`config.mk`:
```
export PLATFORM = sky130hd
export DESIGN_NAME = tmip_ctrl
export DESIGN_NICKNAME = d
export VERILOG_FILES = /design/src/tmip_pkg.sv /design/src/tmip_ctrl.sv
export SDC_FILE = /design/constraint.sdc
export NUM_CORES = 1
export LEC_CHECK = 0
export BUFFER_PORTS_ARGS = -buffer_cell sky130_fd_sc_hd__buf_2
export CORE_AREA = 2 2 39 41
export CTS_CLUSTER_SIZE = 10
export DETAILED_ROUTE_END_ITERATION = 8
export DIE_AREA = 0 0 41 43
export GPL_ROUTABILITY_DRIVEN = 0
export SYNTH_ARGS = -nofsm -noshare
export SYNTH_HDL_FRONTEND = slang
export SYNTH_SLANG_ARGS = --single-unit
export TNS_END_PERCENT = 1
```
`constraint.sdc`:
```
create_clock -name clk -period 1.1 [get_ports clk]
set_input_delay 0.165 -clock clk [delete_from_list [all_inputs] [get_ports clk]]
set_output_delay 0.165 -clock clk [all_outputs]
set_load 0.02 [all_outputs]
```
`src/tmip_pkg.sv`:
```
`default_nettype none

package tmip_pkg;

	localparam int MAX_SIDE  = 16;
	localparam int BUF_DEPTH = MAX_SIDE * MAX_SIDE;  // 256 entries
	localparam int TAPS      = 9;

	typedef logic signed [15:0] pixel_t;
	typedef logic signed [39:0] acc_t;
	typedef logic [$clog2(MAX_SIDE)-1:0] coord_t;
	typedef logic [$clog2(BUF_DEPTH)-1:0] addr_t;
	typedef logic [$clog2(MAX_SIDE):0] size_t;  // 4, 8 or 16

	typedef enum logic [2:0] {
		act_con = 3'd0,
		act_hor = 3'd2,
		act_ver = 3'd3
	} action_t;

	// row offset of tap k, taps run in raster order over the window
	function automatic logic signed [1:0] tap_row_off(input logic [3:0] k);
		if (k < 4'd3)
			return -2'sd1;
		else if (k < 4'd6)
			return 2'sd0;
		else
			return 2'sd1;
	endfunction

	function automatic logic signed [1:0] tap_col_off(input logic [3:0] k);
		case (k)
			4'd0, 4'd3, 4'd6: return -2'sd1;
			4'd1, 4'd4, 4'd7: return 2'sd0;
			default: return 2'sd1;
		endcase
	endfunction

endpackage

`default_nettype wire

```
`src/tmip_ctrl.sv`:
```
`default_nettype none

module tmip_ctrl
	import tmip_pkg::*;
(
	input  wire logic clk,
	input  wire logic rst_n,
	input  wire logic i_in_valid_2,
	input  wire logic i_conv_done,
	input  wire logic i_out_done,
	output logic      o_conv_start,
	output logic      o_out_start
);

	typedef enum logic [1:0] {
		st_idle,
		st_actions,
		st_correlate,
		st_output
	} state_t;

	state_t state, state_nxt;

	always_comb begin
		state_nxt = state;
		case (state)
			st_idle:      if (i_in_valid_2) state_nxt = st_actions;
			st_actions:   if (!i_in_valid_2) state_nxt = st_correlate;
			st_correlate: if (i_conv_done) state_nxt = st_output;
			st_output:    if (i_out_done) state_nxt = st_idle;
			default:      state_nxt = st_idle;
		endcase
	end

	always_ff @(posedge clk or negedge rst_n) begin
		if (!rst_n) begin
			state        <= st_idle;
			o_conv_start <= 1'b0;
			o_out_start  <= 1'b0;
		end else begin
			state        <= state_nxt;
			o_conv_start <= (state == st_actions) && !i_in_valid_2;  // list ended
			o_out_start  <= (state == st_correlate) && i_conv_done;
		end
	end

endmodule

`default_nettype wire

```
---- Word-level counts from Yosys, hierarchy flattened ----
Cells that the tools add are included.
storage, ports and cells
  flip-flop bits (word level) ............. 4
  output and inout port bits .............. 2
  input port bits ......................... 5
  logic and storage cells ................. 20
cells by class
  reductions and logical operators ........ 5
  muxes and demuxes ....................... 5
  eq/ne operators ......................... 7
operators with widths
  cell                  count
  $mux W2               4
  $ne A2 B2 Y1 const B  4
  $pmux W2 S4           1
  $eq A2 B2 Y1 const B  2
  $reduce_and A4 Y1     1
  $eq A2 B1 Y1 const B  1
  $logic_and A1 B1 Y1   2
  $logic_not A2 Y1      1
  $logic_not A1 Y1      1

---- Logic depth before layout (Yosys ltp) ----
  word-level depth ........................ 3
  mapped depth ............................ 5
  mapped depth without buffers ............ 5

---- Least setup slack after synthesis ----
Ideal clock, no wire load.
  path kind ............................... register to register
  start point ............................. register state[0]
  end point ............................... register state[1]
  path slack .............................. -0.129 ns
  required time ........................... 0.975 ns
  path buffers ............................ 0
  period minus slack after synthesis ...... 1.229 ns
  cell stages (with the launch flop) ...... 6
  data arrival time ....................... 1.104 ns
  setup time .............................. 0.125 ns
  cells stage by stage .................... dfrtp_1 > inv_1 > ha_1 > nand2b_2 > nand4_2 > mux2_4
between the ends
  cells in the longest elaborated chain, start to end .. 3
  elaborated cells between the ends (all ways) .. 10
  classes of those cells .................. eq/ne (7); mux (1); reduce/logical (2)
ends and longest elaborated chain
  what                                        RTL line         source
  start, declared                             tmip_ctrl.sv:22  state_t state, state_nxt;
  start signal, assigned                      tmip_ctrl.sv:37  state <= st_idle;
  start signal, assigned                      tmip_ctrl.sv:41  state <= state_nxt;
  $eq A2 B2 Y1, or another cell as far along  tmip_ctrl.sv:26  case (state)
  $ne A2 B2 Y1 (no line)                      --
  $reduce_and A4 Y1 (no line)                 --
Parallel ways exist; a longest one is shown, timed or not.
A chain may end at the register's enable or synchronous reset.

---- Worst setup path after layout ----
  start point ............................. register state[1]
  end point ............................... register state[1]
Same word-level chain as after synthesis.

==> results.cfg <==
[die]
row_count = 14
dieArea_um2 = 1760
die_x_um = 41
fp.coreArea_um2 = 1380
initial_utilization_pct = 17.5
die_h_um = 43
pin_count = 7

[sta]
tns_ps = -285
clock.fmax_mhz = 791
timing.final.ws_setup_ps = -164
finalCritPeriodShare_pct = 115
hold_violations = 0
skew_ps = 0.329
period_needed_ps = 1260
holdWs_ps = 178
slew_headroom_pct = 86.7
rsz0062_at_grt = yes
tightest_slew_ps = 200
slew_violations = 0
finalSetupViolations = 2

[global_routing]
grt_usage_pct = 7.15
grt_antenna_before_repair = 0
grt_pass1_vias = 207
use_met1_pct = 7.47
grt_use_met3_pct = 3.14
grt_start_max_net_pins = 5
grt_overflow_total = 0
top_usage_layer = met2
use_met2_pct = 10.3
grt_pass1_wl_um = 793

[worst_setup_path]
cp.depth = 5
r2r_cells = 5
critPathMaxStageDelay_ps = 430
critical_path_buf_inv_count = 1
path_class = reg2reg
crit_chain = inv_4 -> ha_4 -> nand2_4 -> nand4_4 -> mux2_4
crit_end = state[1]
r2r_end = state[1]
cp_top_family = flip-flops
critical-path-slowest-cell = dfrtp_2
start_kind = flop
crit_fanout = 4
startpoint = state[1]
regToRegSetupSlack_ps = -160
rr_startpoint = state[1]
crit_arrival_ps = 1380
crit_path_end_kind = flop
worstPathRequired_ps = 1210

[power_and_ir_drop]
swShare_pct = 37.6
combPwrFrac_pct = 59.4
power_frac_seq_pct = 25.5
switchingPower_mw = 0.443
cellLeakagePower_nw = 0.200
p_clk_share_pct = 15.1
power.density_nw_per_um2 = 2780
max-vdd-ir-drop_uv = 963
p_int_mw = 0.737

[clock_network]
cts-root-buf = clkbuf_4
htree_num_levels = 1
cts_buffer_depth = 2
insertion_delay_ps = 230
cts_sinks = 4
cts_buffers = 3
tritoncts = yes
path_clk_slew_ps = 40

[yosys]
postSynthNetCount = 29
synthTopCellsByArea = dfrtp_1, ha_1, nand2b_2, mux2_4, nand4_2
syn_area_um2 = 243
synth_seq_cells = 4
synth_cell_types = 12
synth_top_area_share_pct = 41.2
avgSynthCellArea_um2 = 12.1
synthCells = 20
yosysWarnings = 0
seq_area_frac_synth_pct = 41.2
synth_top_area_cell = dfrtp_1

[drt]
routed_wl_um = 486
drc = 0
via_per_inst = 3.98
first_pass_iters = 1
wl_per_cell_um = 10.3
vias = 187
drt_iter0_markers = 0
ant_nets = 0

[placed_design]
dp_slack_ps = -187
dpl_cell_area_um2 = 308
port-buffer-count = 6
dp.final_hpwl_um = 381
place_inst = 43

[flow_run]
max_cap_viol_count = 0

[layout]
drive_gt1_share_pct = 83.9
nFillCells = 144
fin_nets = 42
diodes = 0
design_area_um2 = 424
fin_cells = 47
area_growth_pct = 74.7

[worst_hold_path]
min_path_type = in2reg

[run_status]
violations = setup timing
status = finished, violations left
==> through the flow <==
step	power, mW	util [%]
4_1_cts	0.940	25.2
3_5_place_dp	0.711	22.2
2_1_floorplan	0.582	-
3_3_place_gp	0.694	22.2
6_report	1.18	30.7
5_1_grt	1.30	30.7
==> worst register-to-register path, cell delays in order (launching register included) <==
cell and delay, ps:
dfrtp_2 430, inv_4 60, ha_4 170, nand2_4 80, nand4_4 110, mux2_4 300
==> sequential cells by signal, indices dropped and copies added, names as in the netlist <==
register / cells
o_out_start: 1
state: 2
o_conv_start: 1
==> synth_stat cells <==
library cell / number
dfrtp_1: 4
ha_1: 4
inv_1: 2
nand2b_2: 2
a21oi_1: 1
and2_1: 1
and2b_2: 1
mux2_4: 1
nand2_1: 1
nand2b_1: 1
nand4_2: 1
nor4bb_1: 1
==> power groups by stage <==
stage	Clock, mW	Combinational, mW	Sequential (mW)
finish	0.178	0.701	0.301
global route	0.203	0.783	0.311
CTS	0.192	0.485	0.264
detailed placement	0	0.452	0.259
global placement	0	0.434	0.260
floorplan	0	0.306	0.276
==> final cells by class <==
type	count	area, µm²	share of cell area [%]
Multi-Input combinational cell	14	219	51.6
Sequential cell	4	103	24.2
Timing Repair Buffer	8	47.5	11.2
Clock buffer	3	22.5	5.31
Tap cell	16	20.0	4.72
Inverter	2	12.5	2.95
==> cell usage in the layout (no fill, tap or decap), drive strengths merged <==
cell type    instances
nand4                1
dfrtp                4
dlygate4sd3          1
inv                  2
buf                  7
and2b                1
ha                   4
a21oi                1
clkbuf               3
mux2                 1
nand2                1
nand2b               3
and2                 1
nor4bb               1
==> routing by layer <==
layer,part of all wire [%],wire (µm),vias up
li1,-,-,92
met1,41,198,88
met2,51,246,7
met3,8.6,42,0
met4,0,0,0
met5,0,0,-
==> how the worst min path moves through the flow <==
| stage | cells after the start | start | end | slack (ps) |
|---|---|---|---|---|
| final | 2 | i_conv_done | o_out_start | 180 |
| after global routing | 2 | i_conv_done | o_out_start | 190 |
| after CTS | 2 | i_conv_done | o_out_start | 160 |
| after detailed placement | 1 | rst_n | o_out_start | -30 |
| after global placement | 1 | rst_n | o_out_start | -30 |
| after floorplan | 0 | rst_n | o_conv_start | -130 |
==> cells by family (layout without fill, tap and decap cells) <==
group / Yosys count / count (layout) / synth area share, %
flip-flops: 4 / 4 / 41.2
buffers and inverters: 2 / 13 / 3.09
adder cells (fa/ha/maj): 4 / 4 / 20.6
multiplexers: 1 / 1 / 6.18
AND/OR/NAND/NOR: 8 / 8 / 26.8
AO/OA/AOI/OAI: 1 / 1 / 2.06
==> timing repair <==
action,in CTS,in global routing
endpoints found under the setup margin,2,2
hold endpoints to repair,4,0
resized for setup,3,13
pin swaps,0,1
hold buffers,1,0
setup buffers,0,0
(Power assumes the default switching activity.)
