**src/tmip_pkg.sv**
```systemverilog
`default_nettype none

package tmip_pkg;

	localparam int MAX_SIDE  = 16;
	localparam int BUF_DEPTH = MAX_SIDE * MAX_SIDE;  // 256 entries
	localparam int TAPS      = 9;

	typedef logic signed [15:0] pixel_t;
	typedef logic signed [39:0] acc_t;
	typedef logic [$clog2(MAX_SIDE)-1:0] coord_t;
	typedef logic [$clog2(BUF_DEPTH)-1:0] addr_t;
	typedef logic [$clog2(MAX_SIDE):0] size_t;  // 4, 8 or 16

	typedef enum logic [2:0] {
		act_con = 3'd0,
		act_hor = 3'd2,
		act_ver = 3'd3
	} action_t;

	// row offset of tap k, taps run in raster order over the window
	function automatic logic signed [1:0] tap_row_off(input logic [3:0] k);
		if (k < 4'd3)
			return -2'sd1;
		else if (k < 4'd6)
			return 2'sd0;
		else
			return 2'sd1;
	endfunction

	function automatic logic signed [1:0] tap_col_off(input logic [3:0] k);
		case (k)
			4'd0, 4'd3, 4'd6: return -2'sd1;
			4'd1, 4'd4, 4'd7: return 2'sd0;
			default: return 2'sd1;
		endcase
	endfunction

endpackage

`default_nettype wire

```
**src/tmip_correlator.sv**
```systemverilog
`default_nettype none

module tmip_correlator
	import tmip_pkg::*;
(
	input  wire logic   clk,
	input  wire logic   rst_n,
	input  wire logic   i_start,
	input  wire size_t  i_img_size,
	input  wire pixel_t i_weights [TAPS],
	input  wire logic   i_flip_h,
	input  wire logic   i_flip_v,
	output addr_t       o_rd_addr,
	input  wire pixel_t i_rd_data,
	output logic        o_wr_en,
	output addr_t       o_wr_addr,
	output acc_t        o_wr_data,
	output logic        o_done,
	output coord_t      o_max_row,
	output coord_t      o_max_col
);

	logic              busy;
	coord_t            row, col;
	logic [3:0]        tap;  // 0..8 reads, 9 write
	logic signed [5:0] nb_r, nb_c;
	logic              oob, oob_q;
	coord_t            phys_r, phys_c;
	pixel_t            w_q, pix;
	acc_t              prod, sum, acc, max_val;
	logic              last_col, last_pix;

	// neighbour of the current tap in the flipped image
	always_comb begin
		nb_r = $signed({2'b00, row}) + 6'(tap_row_off(tap));
		nb_c = $signed({2'b00, col}) + 6'(tap_col_off(tap));
		oob  = nb_r[5] || nb_c[5] || nb_r[4:0] == i_img_size || nb_c[4:0] == i_img_size;
		phys_r = i_flip_v ? coord_t'(i_img_size - 5'd1 - nb_r[4:0]) : nb_r[3:0];
		phys_c = i_flip_h ? coord_t'(i_img_size - 5'd1 - nb_c[4:0]) : nb_c[3:0];
	end

	assign o_rd_addr = addr_t'(phys_r) * addr_t'(i_img_size) + addr_t'(phys_c);

	// previous tap's data lands while this tap's read is in flight
	always_comb begin
		pix  = oob_q ? '0 : i_rd_data;
		prod = acc_t'(pix) * acc_t'(w_q);
		sum  = (tap == 4'd1) ? prod : acc + prod;
	end

	assign last_col = col == coord_t'(i_img_size - 5'd1);
	assign last_pix = last_col && (size_t'(row) == i_img_size - 5'd1);

	assign o_wr_en   = busy && (tap == 4'd9);
	assign o_wr_addr = addr_t'(row) * addr_t'(i_img_size) + addr_t'(col);
	assign o_wr_data = sum;

	always_ff @(posedge clk or negedge rst_n) begin
		if (!rst_n) begin
			busy      <= 1'b0;
			row       <= '0;
			col       <= '0;
			tap       <= '0;
			o_done    <= 1'b0;
			max_val   <= '0;
			o_max_row <= '0;
			o_max_col <= '0;
		end else begin
			o_done <= 1'b0;
			if (i_start) begin
				busy      <= 1'b1;
				row       <= '0;
				col       <= '0;
				tap       <= '0;
				max_val   <= {1'b1, 39'd0};  // most negative
				o_max_row <= '0;
				o_max_col <= '0;
			end else if (busy) begin
				if (tap == 4'd9) begin
					tap <= '0;
					if (sum > max_val) begin  // strict, first one wins a tie
						max_val   <= sum;
						o_max_row <= row;
						o_max_col <= col;
					end
					if (last_pix) begin
						busy   <= 1'b0;
						o_done <= 1'b1;
					end else if (last_col) begin
						col <= '0;
						row <= row + coord_t'(1);
					end else begin
						col <= col + coord_t'(1);
					end
				end else begin
					tap <= tap + 4'd1;
				end
			end
		end
	end

	always_ff @(posedge clk) begin
		oob_q <= oob;
		if (tap < 4'd9)
			w_q <= i_weights[tap];
		if (tap >= 4'd1 && tap <= 4'd8)
			acc <= sum;
	end

endmodule

`default_nettype wire

```
**config.mk**
```make
export PLATFORM = sky130hd
export DESIGN_NAME = tmip_correlator
export DESIGN_NICKNAME = d
export VERILOG_FILES = /design/src/tmip_pkg.sv /design/src/tmip_correlator.sv
export SDC_FILE = /design/constraint.sdc
export NUM_CORES = 1
export LEC_CHECK = 0
export BUFFER_PORTS_ARGS = -buffer_cell sky130_fd_sc_hd__buf_2
export CAP_MARGIN = 20
export CORE_MARGIN = 3
export CORE_UTILIZATION = 60
export DETAILED_ROUTE_END_ITERATION = 10
export HOLD_SLACK_MARGIN = 0.03
export MAX_ROUTING_LAYER = met4
export PLACE_DENSITY_LB_ADDON = 0.15
export SLEW_MARGIN = 30
export SYNTH_ARGS = -nofsm -noshare
export SYNTH_HDL_FRONTEND = slang
export SYNTH_SLANG_ARGS = --single-unit
```
**constraint.sdc**
```tcl
create_clock -name clk -period 16.3 [get_ports clk]
set_input_delay 1.63 -clock clk [delete_from_list [all_inputs] [get_ports clk]]
set_output_delay 1.63 -clock clk [all_outputs]
set_load 0.02 [all_outputs]
```
* Word-level counts from Yosys, hierarchy flattened
Cells that the tools add are included.
Widths: inputs -> output; s select.
** Storage, ports and cells
- Logic and storage cells :: 103
- Output and inout port bits :: 66
- Bits in registers :: 119
- Input bits :: 170
** Operators by class
- Add/subtract/negate cells :: 11
- Multiply operators :: 3
- Mux-type cells :: 43
- Magnitude comparators :: 7
- Eq/ne operators :: 11
- Bitwise gates (word level) :: 1
- Reductions and logical operators :: 16
** Operator list (count)
- $mux 40 :: 5
- $mux 4 :: 23
- $bmux 16 s4 :: 1
- $mux 16 :: 3
- $add 40x32->40 :: 1
- $gt 40x40->1 :: 1
- $mul 16x16->32 :: 1
- $add 8x4->8 :: 2
- $mul 4x5->8 :: 2
- $add 4x1->4 const B :: 3
- $add 5x2->6 :: 2
- $eq 4x3->1 const B :: 3
- $eq 5x5->1 :: 2
- $mux 1 :: 9
- $reduce_bool 2->1 :: 4
- $sub 4x4->4 :: 2
- $reduce_and 3->1 :: 2
- $reduce_or 3->1 :: 2
- $eq 4x5->1 :: 1
- $ge 5x5->1 const B :: 1
- $not 4->5 :: 1
- $sub 5x1->5 const B :: 1
- $eq 4x1->1 const B :: 1
- $eq 4x2->1 const B :: 1
- other kinds (14) :: 18

* Longest topological paths before layout
Gate-level depths: netlist of the first run.
- Depth after elaboration :: 9
- Mapped depth :: 48
- Depth with buffers taken out :: 45

* Worst setup path before layout of the first run
No wires, ideal clock.
- Kind :: input to register
- Start :: in i_rd_data[10]
- End :: reg o_max_col[0]
- Data required time :: 16168 ps
- Path slack :: 4308 ps
- Path buffers :: 4
- Stages on the path :: 43
- Setup time :: 132 ps
- Arrival :: 11860 ps
- Cells stage by stage :: nor2b_1 clkbuf_1 nand2_1 fa_1 fa_1 fa_1 fa_1 inv_1 fa_1 inv_1 fa_1 inv_1 ha_1 a21o_1 a221o_1 or3_4 a31oi_4 o21ai_2 [7 not listed] nand3_1 a41oi_1 o21ai_0 xor2_1 a21o_1 ha_1 nand4_1 nor2_1 nand3_1 or4_1 nor4_1 nor2_1 o21ai_0 mux2_1 buf_2 buf_2 mux2i_1 nor2_1
** On the way
- Word-level cells in the longest chain between the ends :: 7
** Ends and longest elaborated chain
- start: declaration :: line tmip_correlator.sv:14 : input wire pixel_t i_rd_data,
- $mux 16 * :: line tmip_correlator.sv:46 : pix = oob_q ? '0 : i_rd_data;
- $mul 16x16->32 * :: line tmip_correlator.sv:47 : prod = acc_t'(pix) * acc_t'(w_q);
- $add 40x32->40 :: line tmip_correlator.sv:48 : sum = (tap == 4'd1) ? prod : acc + prod;
- $mux 40 * :: line tmip_correlator.sv:48
- via o_wr_data[38] :: line tmip_correlator.sv:17 : output acc_t o_wr_data,
- $gt 40x40->1 * :: line tmip_correlator.sv:81 : if (sum > max_val) begin
- $reduce_bool 2->1 (no line) *
- $reduce_and 3->1 (no line) *
- end signal: assignment :: line tmip_correlator.sv:84 : o_max_col <= col;
- end: declaration :: line tmip_correlator.sv:20 : output coord_t o_max_col
The timed path passes the listed nets; every way through them passes the cells marked *.
A chain may end at the register's enable or synchronous reset.

* Worst setup path after layout of the first run
- Start :: in i_rd_data[7]
- End :: reg max_val[35]
** On the way
- Word-level cells in the longest chain between the ends :: 8
- Elaborated cells between the ends (all ways) :: 11
- Classes of those cells :: add/sub: 1; mul: 1; order compare: 1; mux: 6; reduce/logical: 2
** Ends and longest elaborated chain
- $mux 16 * :: line tmip_correlator.sv:46
- $mul 16x16->32 * :: line tmip_correlator.sv:47
- $add 40x32->40 :: line tmip_correlator.sv:48
- $mux 40 * :: line tmip_correlator.sv:48
- parallel branches: the longest is 4 deep, another holds $gt 40x40->1
- end signal: assignment :: line tmip_correlator.sv:75 : max_val <= {1'b1, 39'd0};
- end signal: assignment :: line tmip_correlator.sv:82 : max_val <= sum;
- end: declaration :: line tmip_correlator.sv:30 : acc_t prod, sum, acc, max_val;
Every way passes the cells marked *. The select of a mux whose other input is x is not followed.

==> metrics, run 1 <==
WL final 56.4 mm; clk buf depth 2; via density per instance 5.78; Adder-Cell Fraction of Synth Area 39.8%; synthesized area per cell 9.23 um2; slowest CP cell fa_1; Tcrit/Tclk final 79.1%; Core ar. 0.0340 mm2; Wirelength per Cell 19.2 um; area leader, netlist fa_1; largest net degree at the start of global routing 63; Worst-Skew Late Latency 0.44 ns; synthesized area 0.0210 mm2; Non-Filler Instances 2939; DP Cell Count 2906; dpl ws 3.02 ns; Tmin final 12.89 ns; Setup Skew 0.0233 ns; vias in the first global route 17900; # clock sinks 119; initial drt markers 1163; Max Fclk 77.6 MHz; worst r2r path cells 44; max incr delay on CP 0.58 ns; R2R Setup Slk 4.10 ns; critical path class in2reg; die area 0.0373 mm2; Area Overhead vs Synth 10.8%; Yosys top cell area share 26.9%; DR vias 17000; Core Rows 67; startpoint types input pin; EDFF count, synth 56; worst hold stages 2; setup violators final 0; flops & latches, synth 119; Min Hold Slack 0.527 ns; Tightest Pin Transition 0.853 ns; Clock Tree Root clkbuf_16; largest family of logic cells by synthesized area adder cells; Slew Viols, Final 0; Synth Flop Type dfrtp_1; Final Hold Vio Count 0; CP dominant cell by count fa_1; post-CTS sizing 0; Final HPWL DP 46.3 mm; worst path arrival time 13.21 ns; cts hold-fix bufs 0; CTS tree done; mux share of post-synthesis cell area 4.92%; status finished clean; Final GP Congestion 0.962; worst rel slew slack 43.0%; first-pass GRT wire length 93.7 mm; crit end category register; Async S/R FF share, synth 52.1%; Hold Path Class reg2reg; Syn. warnings 0; Initial Util 61.8%; number of max-cap violations 0; chip height 193 um; number of post-CTS setup repair buffers 0; synth top area cells fa_1 27%, ha_1 13%, edfxtp_1 8.0%; Congestion Overflow GR 0; Synth Area in Compound Gates 11.6%; htree depth 4; Seq/Total Area, Yosys 15.5%; Worst Hold Endpoint o_max_row[0]; Num CTS Buffers 17; drt drc 0; Req. time, crit path 16.62 ns; synth unique cells 77; syn_nets 2949; setup ws final 3.41 ns; drt first pass iters 5; ANT nets after route 0; number of port buffers 235; Hold Crit Start o_max_row[0]; reg-to-reg endpoint max_val[35]; Die X 193 um; R2R Path Start oob_q; Post-Synth XOR/XNOR Area 5.08%; unrepaired setup endpoints after global routing no; initial antenna violation count 1; Synth Instances 2279; Post-Synth Simple-Gate Area 14.0%; Ports 236; clk slew on worst S/H paths 0.06 ns; share of cells above drive strength 1 14.6%; GR Util All Layers 31.8%; Total Nets Final 3147; Setup TNS 0 ns; crit path max fanout 51
[routing by layer]
| metal | global-route usage [%] | share of wire, % |
|---|---|---|
| met5 | - | 0 |
| met4 | 7.88 | 2.4 |
| met3 | 5.06 | 7.0 |
| met2 | 48.1 | 45 |
| met1 | 45.5 | 45 |
[flip-flops by register name, indices dropped and copies added (netlist names), 4 cells and up]
| name | count |
|---|---|
| acc | 40 |
| col | 4 |
| max_val | 40 |
| o_max_col | 4 |
| o_max_row | 4 |
| row | 4 |
| tap | 4 |
| w_q | 16 |
[cell usage in the layout (no fill, tap or decap), types with 86 or more instances in the layout]
master	Yosys	final
buf_2	6	235
ha_1	217	217
a21oi_1	86	86
inv_1	414	414
and2_1	130	130
nand2_1	227	227
nor2_1	117	117
fa_1	283	283
xnor2_1	92	91
[stage by stage]
stage                     util, %  area [um2]
after detailed placement     66.7       22700
after global routing         68.5       23300
after global placement       66.6       22700
after CTS                    68.4       23300
after floorplan                 -       21000
final                        68.5       23300
[cells in the mapped netlist, drive strengths merged, types with 9 or more instances]
cell	count
a211oi	47
a21o	47
a21oi	87
a22oi	17
a31oi	9
and2	130
and3	9
buf	12
clkbuf	75
dfrtp	62
edfxtp	56
fa	283
ha	217
inv	414
mux2	12
mux2i	18
mux4	32
nand2	227
nand2b	19
nand3	19
nand4	18
nor2	117
nor2b	30
nor3	15
o21a	17
o21ai	65
o21bai	12
o22ai	19
xnor2	92
xor2	30
[kinds of logic (layout without fill, tap and decap cells)]
group                    Yosys count  after routing
flip-flops                       119            119
buffers and inverters            501            712
AO/OA/AOI/OAI                    365            365
AND/OR/NAND/NOR                  610            610
XOR/XNOR                         122            122
adder cells (fa/ha/maj)          500            500
other                              0              1
multiplexers                      62             62
[cell type report]
class	count	area (um2)
clock buffers	18	450
repair buffers	266	1410
multi-input cells	1659	15900
clock inverters	14	153
inverters	414	1550
flip-flops and latches	119	3260
fillers	2793	10700
well taps	448	561
diodes	1	2.50
[worst max-delay path, delay by kind of cell]
family / cells / cell delay (ns)
AO/OA/AOI/OAI: 14 / 2.90
XOR/XNOR: 2 / 0.42
adder cells (fa/ha/maj): 9 / 4.20
buffers and inverters: 7 / 0.95
multiplexers: 1 / 0.58
AND/OR/NAND/NOR: 12 / 2.51
[how the worst max path moves through the flow]
| stage | to | slack, ns | start | cells after the start |
|---|---|---|---|---|
| floorplan | o_max_col[0] | 4.31 | i_rd_data[10] | 43 |
| global placement | max_val[1] | 2.97 | i_rd_data[7] | 43 |
| detailed placement | max_val[35] | 3.02 | i_rd_data[7] | 45 |
| CTS | max_val[35] | 3.42 | i_rd_data[7] | 45 |
| global route | max_val[5] | 2.50 | i_rd_data[7] | 45 |
| finish | max_val[35] | 3.41 | i_rd_data[7] | 45 |
Power of run 1 is left out: the tool's default activity adds up to more than one toggle a clock period on the data nets, which glitch-free logic cannot reach.
==> run 2, diff against run 1 <==
==> constraint.sdc (replaced) <==
create_clock -name clk -period 12.3 [get_ports clk]
set_input_delay 1.23 -clock clk [delete_from_list [all_inputs] [get_ports clk]]
set_output_delay 1.23 -clock clk [all_outputs]
set_load 0.02 [all_outputs]
==> run 2 against run 1 <==
Compared with the run above:
- design area grew 0.92%
- sequential share of layout area shrank 0.13 points
- non-clock buffer count increased by 13
- first-iteration DRC count down 1.8%
- cell count rose by 0.41%
- die area is the same
- largest cell class unchanged
==> metrics, run 2 (synthesis results as in run 1) <==
Hold Path Class reg2reg; Worst-Skew Late Latency 0.43 ns; chip height 193 um; number of max-cap violations 0; Max Fclk 85.5 MHz; commonest non-fill, non-tap cell in the layout inv_1; Die X 193 um; WL final 56.0 mm; Hold Crit Start max_val[39]; setup violators final 0; Ant. Diodes 0; DR vias 17100; Core Rows 67; Area Overhead vs Synth 11.8%; CTS tree done; Core ar. 0.0340 mm2; via density per instance 5.78; Slew Viols, Final 0; critical path class in2reg; # clock sinks 119; worst r2r path cells 43; Tightest Pin Transition 0.927 ns; largest registers acc x40, max_val x40, w_q x16; drt first pass iters 5; worst hold stages 2; CP dominant cell by count fa_1; first-pass GRT wire length 93.1 mm; cts hold-fix bufs 0; ANT nets after route 0; clk slew on worst S/H paths 0.06 ns; R2R Path Start oob_q; worst path arrival time 11.98 ns; drt drc 0; GR Util All Layers 31.5%; initial drt markers 1142; Tmin final 11.70 ns; Wirelength per Cell 19.0 um; Num CTS Buffers 17; Congestion Overflow GR 0; Req. time, crit path 12.59 ns; initial antenna violation count 0; dpl ws -0.247 ns; Total Nets Final 3160; Clock Tree Root clkbuf_16; commonest cells after routing, fill and taps aside 413 x inv_1, 283 x fa_1, 235 x buf_2; reg-to-reg endpoint o_max_row[1]; setup ws final 0.602 ns; Final Hold Vio Count 0; Ports 236; Initial Util 61.8%; max incr delay on CP 0.60 ns; startpoint types input pin; slowest CP cell or4_1; CP startpoint i_rd_data[10]; worst rel slew slack 38.1%; Final GP Congestion 0.990; crit path max fanout 24; die area 0.0373 mm2; R2R Setup Slk 0.82 ns; Worst Hold Endpoint max_val[39]; htree depth 4; share of cells above drive strength 1 15.7%; Setup Skew 0.00924 ns; clk buf depth 2; Final HPWL DP 46.1 mm; status finished clean; Setup TNS 0 ns; Tcrit/Tclk final 95.1%; number of port buffers 235; vias in the first global route 17700; largest net degree at the start of global routing 63; crit end category register
==> run 2: final cells by class <==
| type | instances | area (um2) |
|---|---|---|
| Multi-Input combinational cell | 1659 | 16000 |
| Fill cell | 2746 | 10500 |
| Sequential cell | 119 | 3260 |
| Inverter | 414 | 1560 |
| Timing Repair Buffer | 279 | 1550 |
| Tap cell | 448 | 561 |
| Clock buffer | 21 | 472 |
| Clock inverter | 11 | 110 |
==> run 2: stage by stage <==
stage	hold WS, ns	cells	area, um2	utilization [%]
after global placement	0.506	2918	22800	67.0
after floorplan	0.464	2279	21000	-
after CTS	0.511	2950	23400	68.7
after detailed placement	0.497	2918	22800	67.0
after global routing	0.532	2951	23500	69.1
final	0.513	2951	23500	69.1
==> run 2: worst max path at each step <==
stage | to | slack (ns) | cells past startpoint
after floorplan | o_max_col[0] | 0.71 | 43
after global placement | o_max_col[1] | 0.08 | 44
after detailed placement | o_max_col[2] | -0.25 | 44
after CTS | o_max_row[1] | 0.07 | 44
after global routing | o_max_row[1] | -0.07 | 45
final | o_max_row[1] | 0.60 | 45
==> run 2: critical path, delay by kind of cell <==
kind	cells	cell delay, ns
adders and majority gates	9	4.06
and+or+nand+nor	11	2.12
muxes	3	0.66
buffers and inverters	8	0.93
xor gates and xnor gates	2	0.46
AOI/OAI and AO/OA	12	2.51
==> run 2: timing repair <==
| item | in CTS | in global routing |
|---|---|---|
| hold endpoints to repair | 0 | 0 |
| gates resized for setup | 0 | 23 |
| setup endpoints to repair | 0 | 48 |
| setup buffers | 0 | 1 |
==> run 2: per-layer routing <==
| metal | vias up | part of all wire, % | wire length (um) | track usage [%] |
|---|---|---|---|---|
| met3 | 98 | 7.9 | 4430 | 6.14 |
| met1 | 8468 | 44 | 24600 | 44.5 |
| met4 | 0 | 2.1 | 1180 | 7.34 |
| met5 | - | 0 | 0 | - |
| met2 | 643 | 46 | 25800 | 47.6 |
| li1 | 7856 | - | - | - |
Power of run 2 is left out for the same reason.
