[config.mk]
export PLATFORM = sky130hd
export DESIGN_NAME = tmip_output_unit
export DESIGN_NICKNAME = d
export VERILOG_FILES = /design/src/tmip_pkg.sv /design/src/tmip_output_unit.sv
export SDC_FILE = /design/constraint.sdc
export NUM_CORES = 1
export LEC_CHECK = 0
export BUFFER_PORTS_ARGS = -buffer_cell sky130_fd_sc_hd__buf_2
export CELL_PAD_IN_SITES_DETAIL_PLACEMENT = 1
export CELL_PAD_IN_SITES_GLOBAL_PLACEMENT = 2
export CORE_MARGIN = 5
export CORE_UTILIZATION = 37
export CTS_BUF_LIST = sky130_fd_sc_hd__clkbuf_8
export DETAILED_ROUTE_END_ITERATION = 6
export HOLD_SLACK_MARGIN = 0.06
export PLACE_DENSITY_LB_ADDON = 0.1
export SLEW_MARGIN = 10
export SYNTH_ARGS = -nofsm -noshare
export SYNTH_HDL_FRONTEND = slang
export SYNTH_SLANG_ARGS = --single-unit
export TNS_END_PERCENT = 1
[constraint.sdc]
create_clock -name clk -period 3.05 [get_ports clk]
set_input_delay 0.61 -clock clk [delete_from_list [all_inputs] [get_ports clk]]
set_output_delay 0.61 -clock clk [all_outputs]
set_load 0.02 [all_outputs]
[src/tmip_pkg.sv]
`default_nettype none

package tmip_pkg;

	localparam int MAX_SIDE  = 16;
	localparam int BUF_DEPTH = MAX_SIDE * MAX_SIDE;  // 256 entries
	localparam int TAPS      = 9;

	typedef logic signed [15:0] pixel_t;
	typedef logic signed [39:0] acc_t;
	typedef logic [$clog2(MAX_SIDE)-1:0] coord_t;
	typedef logic [$clog2(BUF_DEPTH)-1:0] addr_t;
	typedef logic [$clog2(MAX_SIDE):0] size_t;  // 4, 8 or 16

	typedef enum logic [2:0] {
		act_con = 3'd0,
		act_hor = 3'd2,
		act_ver = 3'd3
	} action_t;

	// row offset of tap k, taps run in raster order over the window
	function automatic logic signed [1:0] tap_row_off(input logic [3:0] k);
		if (k < 4'd3)
			return -2'sd1;
		else if (k < 4'd6)
			return 2'sd0;
		else
			return 2'sd1;
	endfunction

	function automatic logic signed [1:0] tap_col_off(input logic [3:0] k);
		case (k)
			4'd0, 4'd3, 4'd6: return -2'sd1;
			4'd1, 4'd4, 4'd7: return 2'sd0;
			default: return 2'sd1;
		endcase
	endfunction

endpackage

`default_nettype wire

[src/tmip_output_unit.sv]
`default_nettype none

module tmip_output_unit
	import tmip_pkg::*;
(
	input  wire logic   clk,
	input  wire logic   rst_n,
	input  wire logic   i_start,
	input  wire size_t  i_img_size,
	input  wire coord_t i_max_row,
	input  wire coord_t i_max_col,
	output addr_t       o_rd_addr,
	input  wire acc_t   i_rd_data,
	output logic        o_done,
	output logic        o_out_valid,
	output coord_t      o_out_x,
	output coord_t      o_out_y,
	output addr_t       o_out_img_pos,
	output acc_t        o_out_value
);

	logic            rd_active, data_vld;
	addr_t           rd_cnt, n_last;
	logic [3:0]      walk, nxt_k;
	logic            nxt_hit;
	logic [TAPS-1:0] nb_in;
	addr_t           nb_pos [TAPS];

	assign n_last    = addr_t'(i_img_size) * addr_t'(i_img_size) - addr_t'(1);
	assign o_rd_addr = i_start ? '0 : rd_cnt;  // first read goes out with the start

	always_comb begin : nb_calc
		logic signed [5:0] r, c;
		for (int k = 0; k < TAPS; k++) begin
			r = $signed({2'b00, i_max_row}) + 6'(tap_row_off(4'(k)));
			c = $signed({2'b00, i_max_col}) + 6'(tap_col_off(4'(k)));
			nb_in[k]  = !r[5] && !c[5] && r[4:0] != i_img_size && c[4:0] != i_img_size;
			nb_pos[k] = addr_t'(r[3:0]) * addr_t'(i_img_size) + addr_t'(c[3:0]);
		end
		// next in-bounds offset at or after the walker
		nxt_hit = 1'b0;
		nxt_k   = '0;
		for (int k = TAPS - 1; k >= 0; k--) begin
			if (nb_in[k] && 4'(k) >= walk) begin
				nxt_hit = 1'b1;
				nxt_k   = 4'(k);
			end
		end
	end

	always_ff @(posedge clk or negedge rst_n) begin
		if (!rst_n) begin
			rd_active     <= 1'b0;
			rd_cnt        <= '0;
			data_vld      <= 1'b0;
			walk          <= '0;
			o_done        <= 1'b0;
			o_out_valid   <= 1'b0;
			o_out_x       <= '0;
			o_out_y       <= '0;
			o_out_img_pos <= '0;
			o_out_value   <= '0;
		end else begin
			data_vld <= i_start || rd_active;
			o_done   <= o_out_valid && !data_vld;  // after last beat
			if (i_start) begin
				rd_active <= 1'b1;
				rd_cnt    <= addr_t'(1);
				walk      <= '0;
			end else if (rd_active) begin
				rd_cnt <= rd_cnt + addr_t'(1);
				if (rd_cnt == n_last)
					rd_active <= 1'b0;
			end
			o_out_valid <= data_vld;
			if (data_vld) begin
				o_out_x       <= i_max_row;
				o_out_y       <= i_max_col;
				o_out_value   <= i_rd_data;
				o_out_img_pos <= nxt_hit ? nb_pos[nxt_k] : '0;
				if (nxt_hit)
					walk <= nxt_k + 4'd1;
			end else begin
				o_out_x       <= '0;
				o_out_y       <= '0;
				o_out_value   <= '0;
				o_out_img_pos <= '0;
			end
		end
	end

endmodule

`default_nettype wire

# Word-level counts from Yosys, hierarchy flattened

Index checks and enable logic that the tools add are counted.

Add/subtract/negate cells: 16
$mul: 4
Order comparisons: 10
Equality and inequality tests: 7
Multiplexer cells: 35
Bitwise operators: 1
Reductions and logical operators: 38

Operators with widths:

| kind                                                              | number |
|---|---|
| adder 8 x 4 -> 8 bit                                              | 9 |
| 2-to-1 mux 4 bit                                                  | 14 |
| 2-to-1 mux 8 bit                                                  | 7 |
| 2-to-1 mux 40 bit                                                 | 1 |
| binary-select mux 8 bit (select 4 bit)                            | 1 |
| logical AND 1 bit                                                 | 31 |
| multiplier 4 x 5 -> 8 bit                                         | 3 |
| inequality test 5 bit                                             | 4 |
| greater-or-equal comparator 3 x 4 -> 1 bit (first input constant) | 4 |
| adder 5 x 1 -> 6 bit (second input constant)                      | 2 |
| 2-to-1 mux 1 bit                                                  | 12 |
| adder 4 x 1 -> 5 bit (second input constant)                      | 2 |
| inequality test 4 x 5 -> 1 bit                                    | 2 |
| adder 8 x 1 -> 8 bit (second input constant)                      | 1 |
| equality test 8 bit                                               | 1 |
| greater-or-equal comparator 1 x 4 -> 1 bit (first input constant) | 2 |
| greater-or-equal comparator 2 x 4 -> 1 bit (first input constant) | 2 |
| multiplier 5 x 5 -> 8 bit                                         | 1 |
| subtractor 8 x 1 -> 8 bit (second input constant)                 | 1 |
| greater-or-equal comparator 5 bit (second input constant)         | 1 |
| NOT 4 -> 5 bit                                                    | 1 |
| adder 4 x 1 -> 4 bit (second input constant)                      | 1 |
| greater-or-equal comparator 4 bit (first input constant)          | 1 |
| logical NOT 1 bit                                                 | 3 |
| other kinds (3)                                                   | 4 |

Flip-flop bits (word level): 72
Input bits: 56
Output and inout port bits: 66

# Logic depth before layout (Yosys ltp)

Gate-level depths: netlist of the first run.

Depth in word-level cells: 20
Depth in mapped cells: 19
Gate-level depth less buffers: 18

# Worst setup path before layout of the first run

No wires, ideal clock.

Path kind: input-to-reg
Start: input i_max_row[0]
End: register o_out_img_pos[7]
Arrival: 4315 ps
Slack: -1404 ps
Stages on the path: 17
Buffers on the path: 1
Cells stage by stage: clkbuf_1 inv_1 ha_1 xor2_1 nand2_1 fa_1 inv_1 fa_1 fa_1 ha_1 nor2b_1 o21a_1 nand3_1 xor2_1 nand2_1 a31oi_1 a41oi_1

Cells in the longest elaborated chain, start to end: 20

RTL lines:

| what                                                               | line                   | RTL |
|---|---|---|
| from (decl)                                                        | tmip_output_unit.sv:10 | `input wire coord_t i_max_row,` |
| branches (longest 18 deep; another with multiplier 4 x 5 -> 8 bit) | --                     |  |
| 2-to-1 mux 8 bit (*)                                               | tmip_output_unit.sv:80 | `o_out_img_pos <= nxt_hit ? nb_pos[nxt_k] : '0;` |
| 2-to-1 mux 8 bit (*)                                               | tmip_output_unit.sv:76 | `if (data_vld) begin` |
| to (signal assigned)                                               | tmip_output_unit.sv:80 |  |
| to (decl)                                                          | tmip_output_unit.sv:18 | `output addr_t o_out_img_pos,` |

Every way passes the cells marked *. The select of a mux whose other input is x is not followed.
A chain may end at the register's enable or synchronous reset.

# Worst setup path in the final report of the first run

Start: input i_max_row[2]
End: register o_out_img_pos[7]

The elaborated chain is that of the path after synthesis.

==> flow_metrics.env, run 1 <==
export IMPL_syn_cell_area_sq_um=7528
export IMPL_drt_iter0_markers=324
export IMPL_worstMarginPinSlew_ns=0.9277
export IMPL_avgRoutedWirePerCell_microns=19.63
export IMPL_final_core_util_pct=53.86
export IMPL_synth_edf_count=0
export IMPL_synth_ff_latch_count=72
export IMPL_htree_levels=3
export IMPL_io_buffer_count=121
export IMPL_cpPeakStageDelay_ns=0.67
export IMPL_finalCritPeriodShare_pct=130.7
export IMPL_setup_ws_ns=-0.9369
export IMPL_maxCapViolations=0
export IMPL_hold_viol_final=0
export IMPL_hold_path_class="input pin to asynchronous set/reset pin"
export IMPL_cts_buffer_depth=2
export IMPL_core_area_sq_um=20100
export IMPL_cp_slowest_cell="fa_2"
export IMPL_finalCriticalPeriod_ns=3.987
export IMPL_globalplace_congestion=0.9554
export IMPL_start_util_pct=37.45
export IMPL_slew_viol_final=0
export IMPL_antenna_left=0
export IMPL_crit_path_end_kind="register"
export IMPL_drc=0
export IMPL_layout_drive_gt1_share_pct=40.26
export IMPL_yosys_area_top_type="dfrtp_1"
export IMPL_place_ws_ns=-1.596
export IMPL_start_kind="input pin"
export IMPL_grt_ovfl_total=0
export IMPL_synthFlopType="dfrtp_1"
export IMPL_ioPinCount=122
export IMPL_root_buffer="clkbuf_8"
export IMPL_clkLatencyLatePin_ns=0.36
export IMPL_postCtsHoldBufs=0
export IMPL_ys_async_sr_fraction_pct=100.0
export IMPL_grt_pass1_vias=8105
export IMPL_synth_top_area_share_pct=23.93
export IMPL_synthTopCellsByArea="dfrtp_1 24%, ha_1 15%, fa_1 8.2%, xnor2_1 6.4%, and2_1 5.4%"
export IMPL_synth_common_cells="91 x ha_1, 72 x dfrtp_1, 65 x and2_1"
export IMPL_clock_sinks=72
export IMPL_cpLargestDelayFamily="adder cells"
export IMPL_synthToLayoutAreaGrowth_pct=43.83
export IMPL_numCtsBuffers=9
export IMPL_cts_tree="yes"
export IMPL_dp_hpwl_microns=23050
export IMPL_crit_type="input pin to register"
export IMPL_p_leak_nw=5.389
export IMPL_num_nets_final=1328
export IMPL_crit_fanout=3
export IMPL_ys_types=79
export IMPL_syn_area_per_cell_sq_um=9.237
export IMPL_synthCells=815
export IMPL_vias=7392
export IMPL_path_buf_inv=5
export IMPL_grt_pass1_wl_microns=44130
export IMPL_vias_per_cell=5.184
export IMPL_ys_warn_count=0
export IMPL_fillCellCount=2408
export IMPL_crit_arrival_ns=4.22
export IMPL_maxSlewHeadroom_pct=38.15
export IMPL_ir_drop_uv=475.5
export IMPL_ys_seq_area_share_pct=23.93
export IMPL_fin_hold_ws_ns=0.3744
export IMPL_drt_wl_total_microns=27990
export IMPL_fmax_mhz=250.8
export IMPL_skew_ns=0.01798
export IMPL_power_density_nw_per_um2=814.2
export IMPL_track_usage_pct=23.56
export IMPL_grt_max_degree=73
export IMPL_synth_most_common_cell="ha_1"
export IMPL_antenna_found_initial=2
export IMPL_critPathRequiredTime_ns=3.29
export IMPL_die_x_microns=152.6
export IMPL_core_rowCount=52
export IMPL_dieArea_sq_um=23300
export IMPL_clk_pin_slew_ns=0.10
export IMPL_worstPathCellList="buf_12 -> buf_6 -> buf_4 -> xor2_2 -> nand2_1 -> fa_1 -> inv_2 -> fa_1 -> fa_2 -> ha_4 -> nor2b_4 -> a311oi_2 -> buf_4 -> a21oi_2 -> and4_1 -> a21oi_1 -> a41oi_1"
export IMPL_violations="setup timing"
export IMPL_setup_viol=13
export IMPL_die_h_microns=152.6
export IMPL_rsz0062_at_grt="true"
export IMPL_firstDrtPassIters=5
export IMPL_status="finished with violations"
export IMPL_synthesis_nets=993
[cell families (layout without fill, tap and decap cells)]
logic type      Yosys count  count (layout)  share of synthesized area (%)
simple gates            252             252                          18.85
compound gates          183             183                          17.37
fa+ha+maj               122             122                          23.37
buf+inv                  90             430                          5.185
xor+xnor                 89              89                          10.54
flops                    72              72                          23.93
mux                       5               5                         0.6648
other cells               2               3                        0.09975
[registers in the layout, summed over array words and instances, names as in the netlist]
register / cells
data_vld: 1
rd_active: 1
walk: 4
o_out_value: 40
o_done: 1
o_out_x: 4
o_out_valid: 1
o_out_img_pos: 8
o_out_y: 4
rd_cnt: 8
[placed cells by master, fill, tap and decap left out, types with 8 or more instances in the layout]
master    instances
nor2_1           32
fa_1             29
ha_1             82
buf_4           226
buf_2           116
xnor2_1          48
a31oi_1           9
nor2b_1          15
and2_1           65
nand3_1          16
a21oi_2          11
ha_4              8
and3_1            8
a21oi_1          36
a21o_1           27
o211ai_1         14
xor2_1           29
nand2_1          46
o21ai_0          27
clkbuf_8          9
inv_1            50
dfrtp_1          72
[worst register-to-register path, cell delays in order (launching register included)]
cell and delay [ns]:
dfrtp_1 0.41, nor3_1 0.41, o21ai_4 0.12, buf_4 0.16, o31ai_2 0.38, o32a_4 0.35, buf_4 0.17, nand2_2 0.09
inv_4 0.15, a211oi_1 0.10, nor4_1 0.34, buf_4 0.17, a31oi_1 0.07
[layer usage]
metal,global-route usage (%),part of all wire (%),vias to the layer above
li1,-,-,3492
met1,29.78,43,3625
met2,41.43,49,218
met3,3.749,4.8,55
met4,7.128,2.9,2
met5,0,0.039,-
[path summary, 6_finish.rpt]
kind | from | to | slack, ns | cells after the start
min | rst_n | o_out_img_pos[1] | 0.37 | 1
max reg2reg | walk[2] | o_out_img_pos[4] | 0.03 | 12
max in group asynchronous | rst_n | o_out_value[35] | 2.05 | 1
min reg2reg | o_out_valid | o_done | 0.49 | 1
min in group clk | i_rd_data[20] | o_out_value[20] | 0.46 | 2
max | i_max_row[2] | o_out_img_pos[7] | -0.94 | 17
[cell type report]
cell class                 count  area [sq um]  share of cell area (%)
timing repair buffer         355          2476                   22.87
antenna                        1         2.502                 0.02311
tap                          270         337.8                   3.120
inverter                      59         239.0                   2.207
clock buffer                   9         123.9                   1.144
multi-input combinational    653          5769                   53.28
sequential                    72          1802                   16.64
clock inverter                 7         77.57                  0.7164
[metrics by stage]
stage	setup TNS (ns)	cells	cell area (sq um)	total power [mW]
finish	-8.722	1426	10830	8.816
global route	-9.844	1426	10830	9.372
CTS	-7.781	1418	10570	8.518
detailed placement	-16.23	1398	10180	7.489
global placement	-15.09	1398	10180	7.294
floorplan	-8.956	815	7730	4.617
[where the power goes]
group / internal, mW / switching (mW) / total [mW]
logic: 3.23 / 3.62 / 6.84
clock network: 0.387 / 0.405 / 0.792
registers: 1.10 / 0.0777 / 1.18
total: 4.72 / 4.10 / 8.82
[timing repair]
action	in CTS	in global routing
endpoints found under the setup margin	13	13
pin swaps	11	46
setup buffers	4	8
gates resized for setup	39	47
Power figures use the tool's default switching activity.
==> inputs of run 2 (changes only) <==
Settings changed: CORE_UTILIZATION 37 to 39.
Clock period 3.05 ns to 5.1 ns, I/O delays scaled along.
==> run 2 against run 1 <==
The flow now finishes without violations. Register-to-register slack improved by 1.7 ns. Utilization decreased by 6.8 points. Die area down 4.8%. Worst setup slack better by 1.1 ns. Largest cell class unchanged.
==> flow_metrics.env, run 2 (synthesis gave the netlist of run 1 again) <==
export IMPL_avgRoutedWirePerCell_microns=19.88
export IMPL_firstDrtPassIters=4
export IMPL_worstMarginPinSlew_ns=0.9325
export IMPL_start_util_pct=39.98
export IMPL_clkLatencyLatePin_ns=0.39
export IMPL_crit_path_end_kind="register"
export IMPL_final_common_cell="buf_2"
export IMPL_ff2ff_setup_slack_ns=1.77
export IMPL_die_x_microns=148.9
export IMPL_numCtsBuffers=9
export IMPL_skew_ns=0.02412
export IMPL_ioPinCount=122
export IMPL_grt_pass1_wl_microns=38230
export IMPL_finalCriticalPeriod_ns=4.934
export IMPL_rsz0062_at_grt="false"
export IMPL_maxCapViolations=0
export IMPL_final_cells=1227
export IMPL_p_leak_nw=4.357
export IMPL_drc=0
export IMPL_track_usage_pct=21.82
export IMPL_root_buffer="clkbuf_8"
export IMPL_largest_reg_flops=40
export IMPL_min_from="o_out_valid"
export IMPL_r2r_start="walk[2]"
export IMPL_core_area_sq_um=18830
export IMPL_die_h_microns=148.9
export IMPL_place_ws_ns=-0.1231
export IMPL_synthToLayoutAreaGrowth_pct=17.70
export IMPL_core_rowCount=50
export IMPL_start_kind="input pin"
export IMPL_grt_max_degree=73
export IMPL_holdPathStages=1
export IMPL_dp_cells=1211
export IMPL_final_cell_mix="120 x buf_2, 91 x ha_1, 72 x dfrtp_1"
export IMPL_status="finished clean"
export IMPL_clk_pin_slew_ns=0.11
export IMPL_antenna_left=0
export IMPL_fmax_mhz=202.7
export IMPL_largest_register="o_out_value"
export IMPL_globalplace_congestion=0.9172
export IMPL_cts_setup_buffers=0
export IMPL_setup_viol=0
export IMPL_reg_top3="o_out_value: 40 flops, o_out_img_pos: 8 flops, rd_cnt: 8 flops"
export IMPL_io_buffer_count=121
export IMPL_vias=6565
export IMPL_setup_ws_ns=0.1660
export IMPL_clock_sinks=72
export IMPL_hold_viol_final=0
export IMPL_drt_iter0_markers=333
export IMPL_maxSlewHeadroom_pct=37.84
export IMPL_vias_per_cell=5.350
export IMPL_critPathRequiredTime_ns=5.41
export IMPL_crit_type="input pin to register"
export IMPL_postCtsHoldBufs=0
export IMPL_crit_arrival_ns=5.25
export IMPL_crit_fanout=6
export IMPL_final_core_util_pct=47.06
export IMPL_dieArea_sq_um=22180
export IMPL_ir_drop_uv=413.8
export IMPL_finalCritPeriodShare_pct=96.75
export IMPL_whs_endpoint="o_done"
export IMPL_antenna_found_initial=0
export IMPL_htree_levels=3
export IMPL_hold_path_class="register to register"
export IMPL_cts_buffer_depth=2
export IMPL_grt_ovfl_total=0
export IMPL_r2r_cells=9
export IMPL_dp_hpwl_microns=19880
export IMPL_cts_tree="yes"
export IMPL_num_nets_final=1140
export IMPL_grt_pass1_vias=6929
export IMPL_ctsResizeCount=0
export IMPL_r2r_end="o_out_img_pos[4]"
export IMPL_layout_drive_gt1_share_pct=21.30
export IMPL_drt_wl_total_microns=24400
export IMPL_fillCellCount=2236
export IMPL_power_density_nw_per_um2=479.4
export IMPL_slew_viol_final=0
export IMPL_insertedDiodeCount=0
==> run 2: power breakdown <==
group / total [mW] / switching, mW / internal (mW)
clock: 0.460 / 0.268 / 0.192
sequential: 0.729 / 0.0703 / 0.659
combinational: 3.06 / 1.81 / 1.25
==> run 2: worst max-delay path, cell delays in order <==
cell and delay (ns):
buf_2 0.15, inv_1 0.08, ha_1 0.38, nand2_1 0.09
fa_1 0.50, inv_1 0.06, fa_1 0.51, fa_1 0.67
ha_1 0.30, nor2b_1 0.16, a311oi_1 0.53, a21oi_1 0.20
a211oi_1 0.29, nor2_1 0.10, a41oi_1 0.20
==> run 2: through the flow <==
step	total power, mW	hold slack [ns]	area [sq um]	setup TNS, ns
6_report	4.248	0.5121	8861	0
5_1_grt	4.550	0.5427	8861	0
4_1_cts	4.255	0.5181	8861	0
3_5_place_dp	3.769	0.4967	8663	-0.2350
3_3_place_gp	3.673	0.4770	8663	0
2_1_floorplan	2.697	0.4500	7528	0
==> run 2: final cells by class <==
type	instances	area, sq um	share of cell area [%]
repair buffers	167	978.4	11.04
clock inverters	7	73.82	0.8331
multi-input cells	653	5336	60.22
well taps	260	325.3	3.671
inverters	59	221.5	2.499
clock buffers	9	123.9	1.398
flip-flops and latches	72	1802	20.33
==> run 2: layer usage <==
| metal | part of all wire [%] | GRT usage, % |
|---|---|---|
| met3 | 4.3 | 2.704 |
| met1 | 45 | 29.14 |
| met5 | 0 | 0 |
| met2 | 49 | 37.18 |
| met4 | 1.5 | 6.316 |
==> run 2: worst max path at each step <==
| stage | end | slack (ns) | from |
|---|---|---|---|
| 4_1_cts | o_out_img_pos[5] | 0.27 | i_max_row[0] |
| 2_1_floorplan | o_out_img_pos[7] | 0.24 | i_max_row[0] |
| 6_report | o_out_img_pos[5] | 0.17 | i_max_row[0] |
| 5_1_grt | o_out_img_pos[5] | 0.06 | i_max_row[0] |
| 3_3_place_gp | o_out_img_pos[7] | 0.06 | i_max_row[1] |
| 3_5_place_dp | o_out_img_pos[5] | -0.12 | i_max_row[0] |
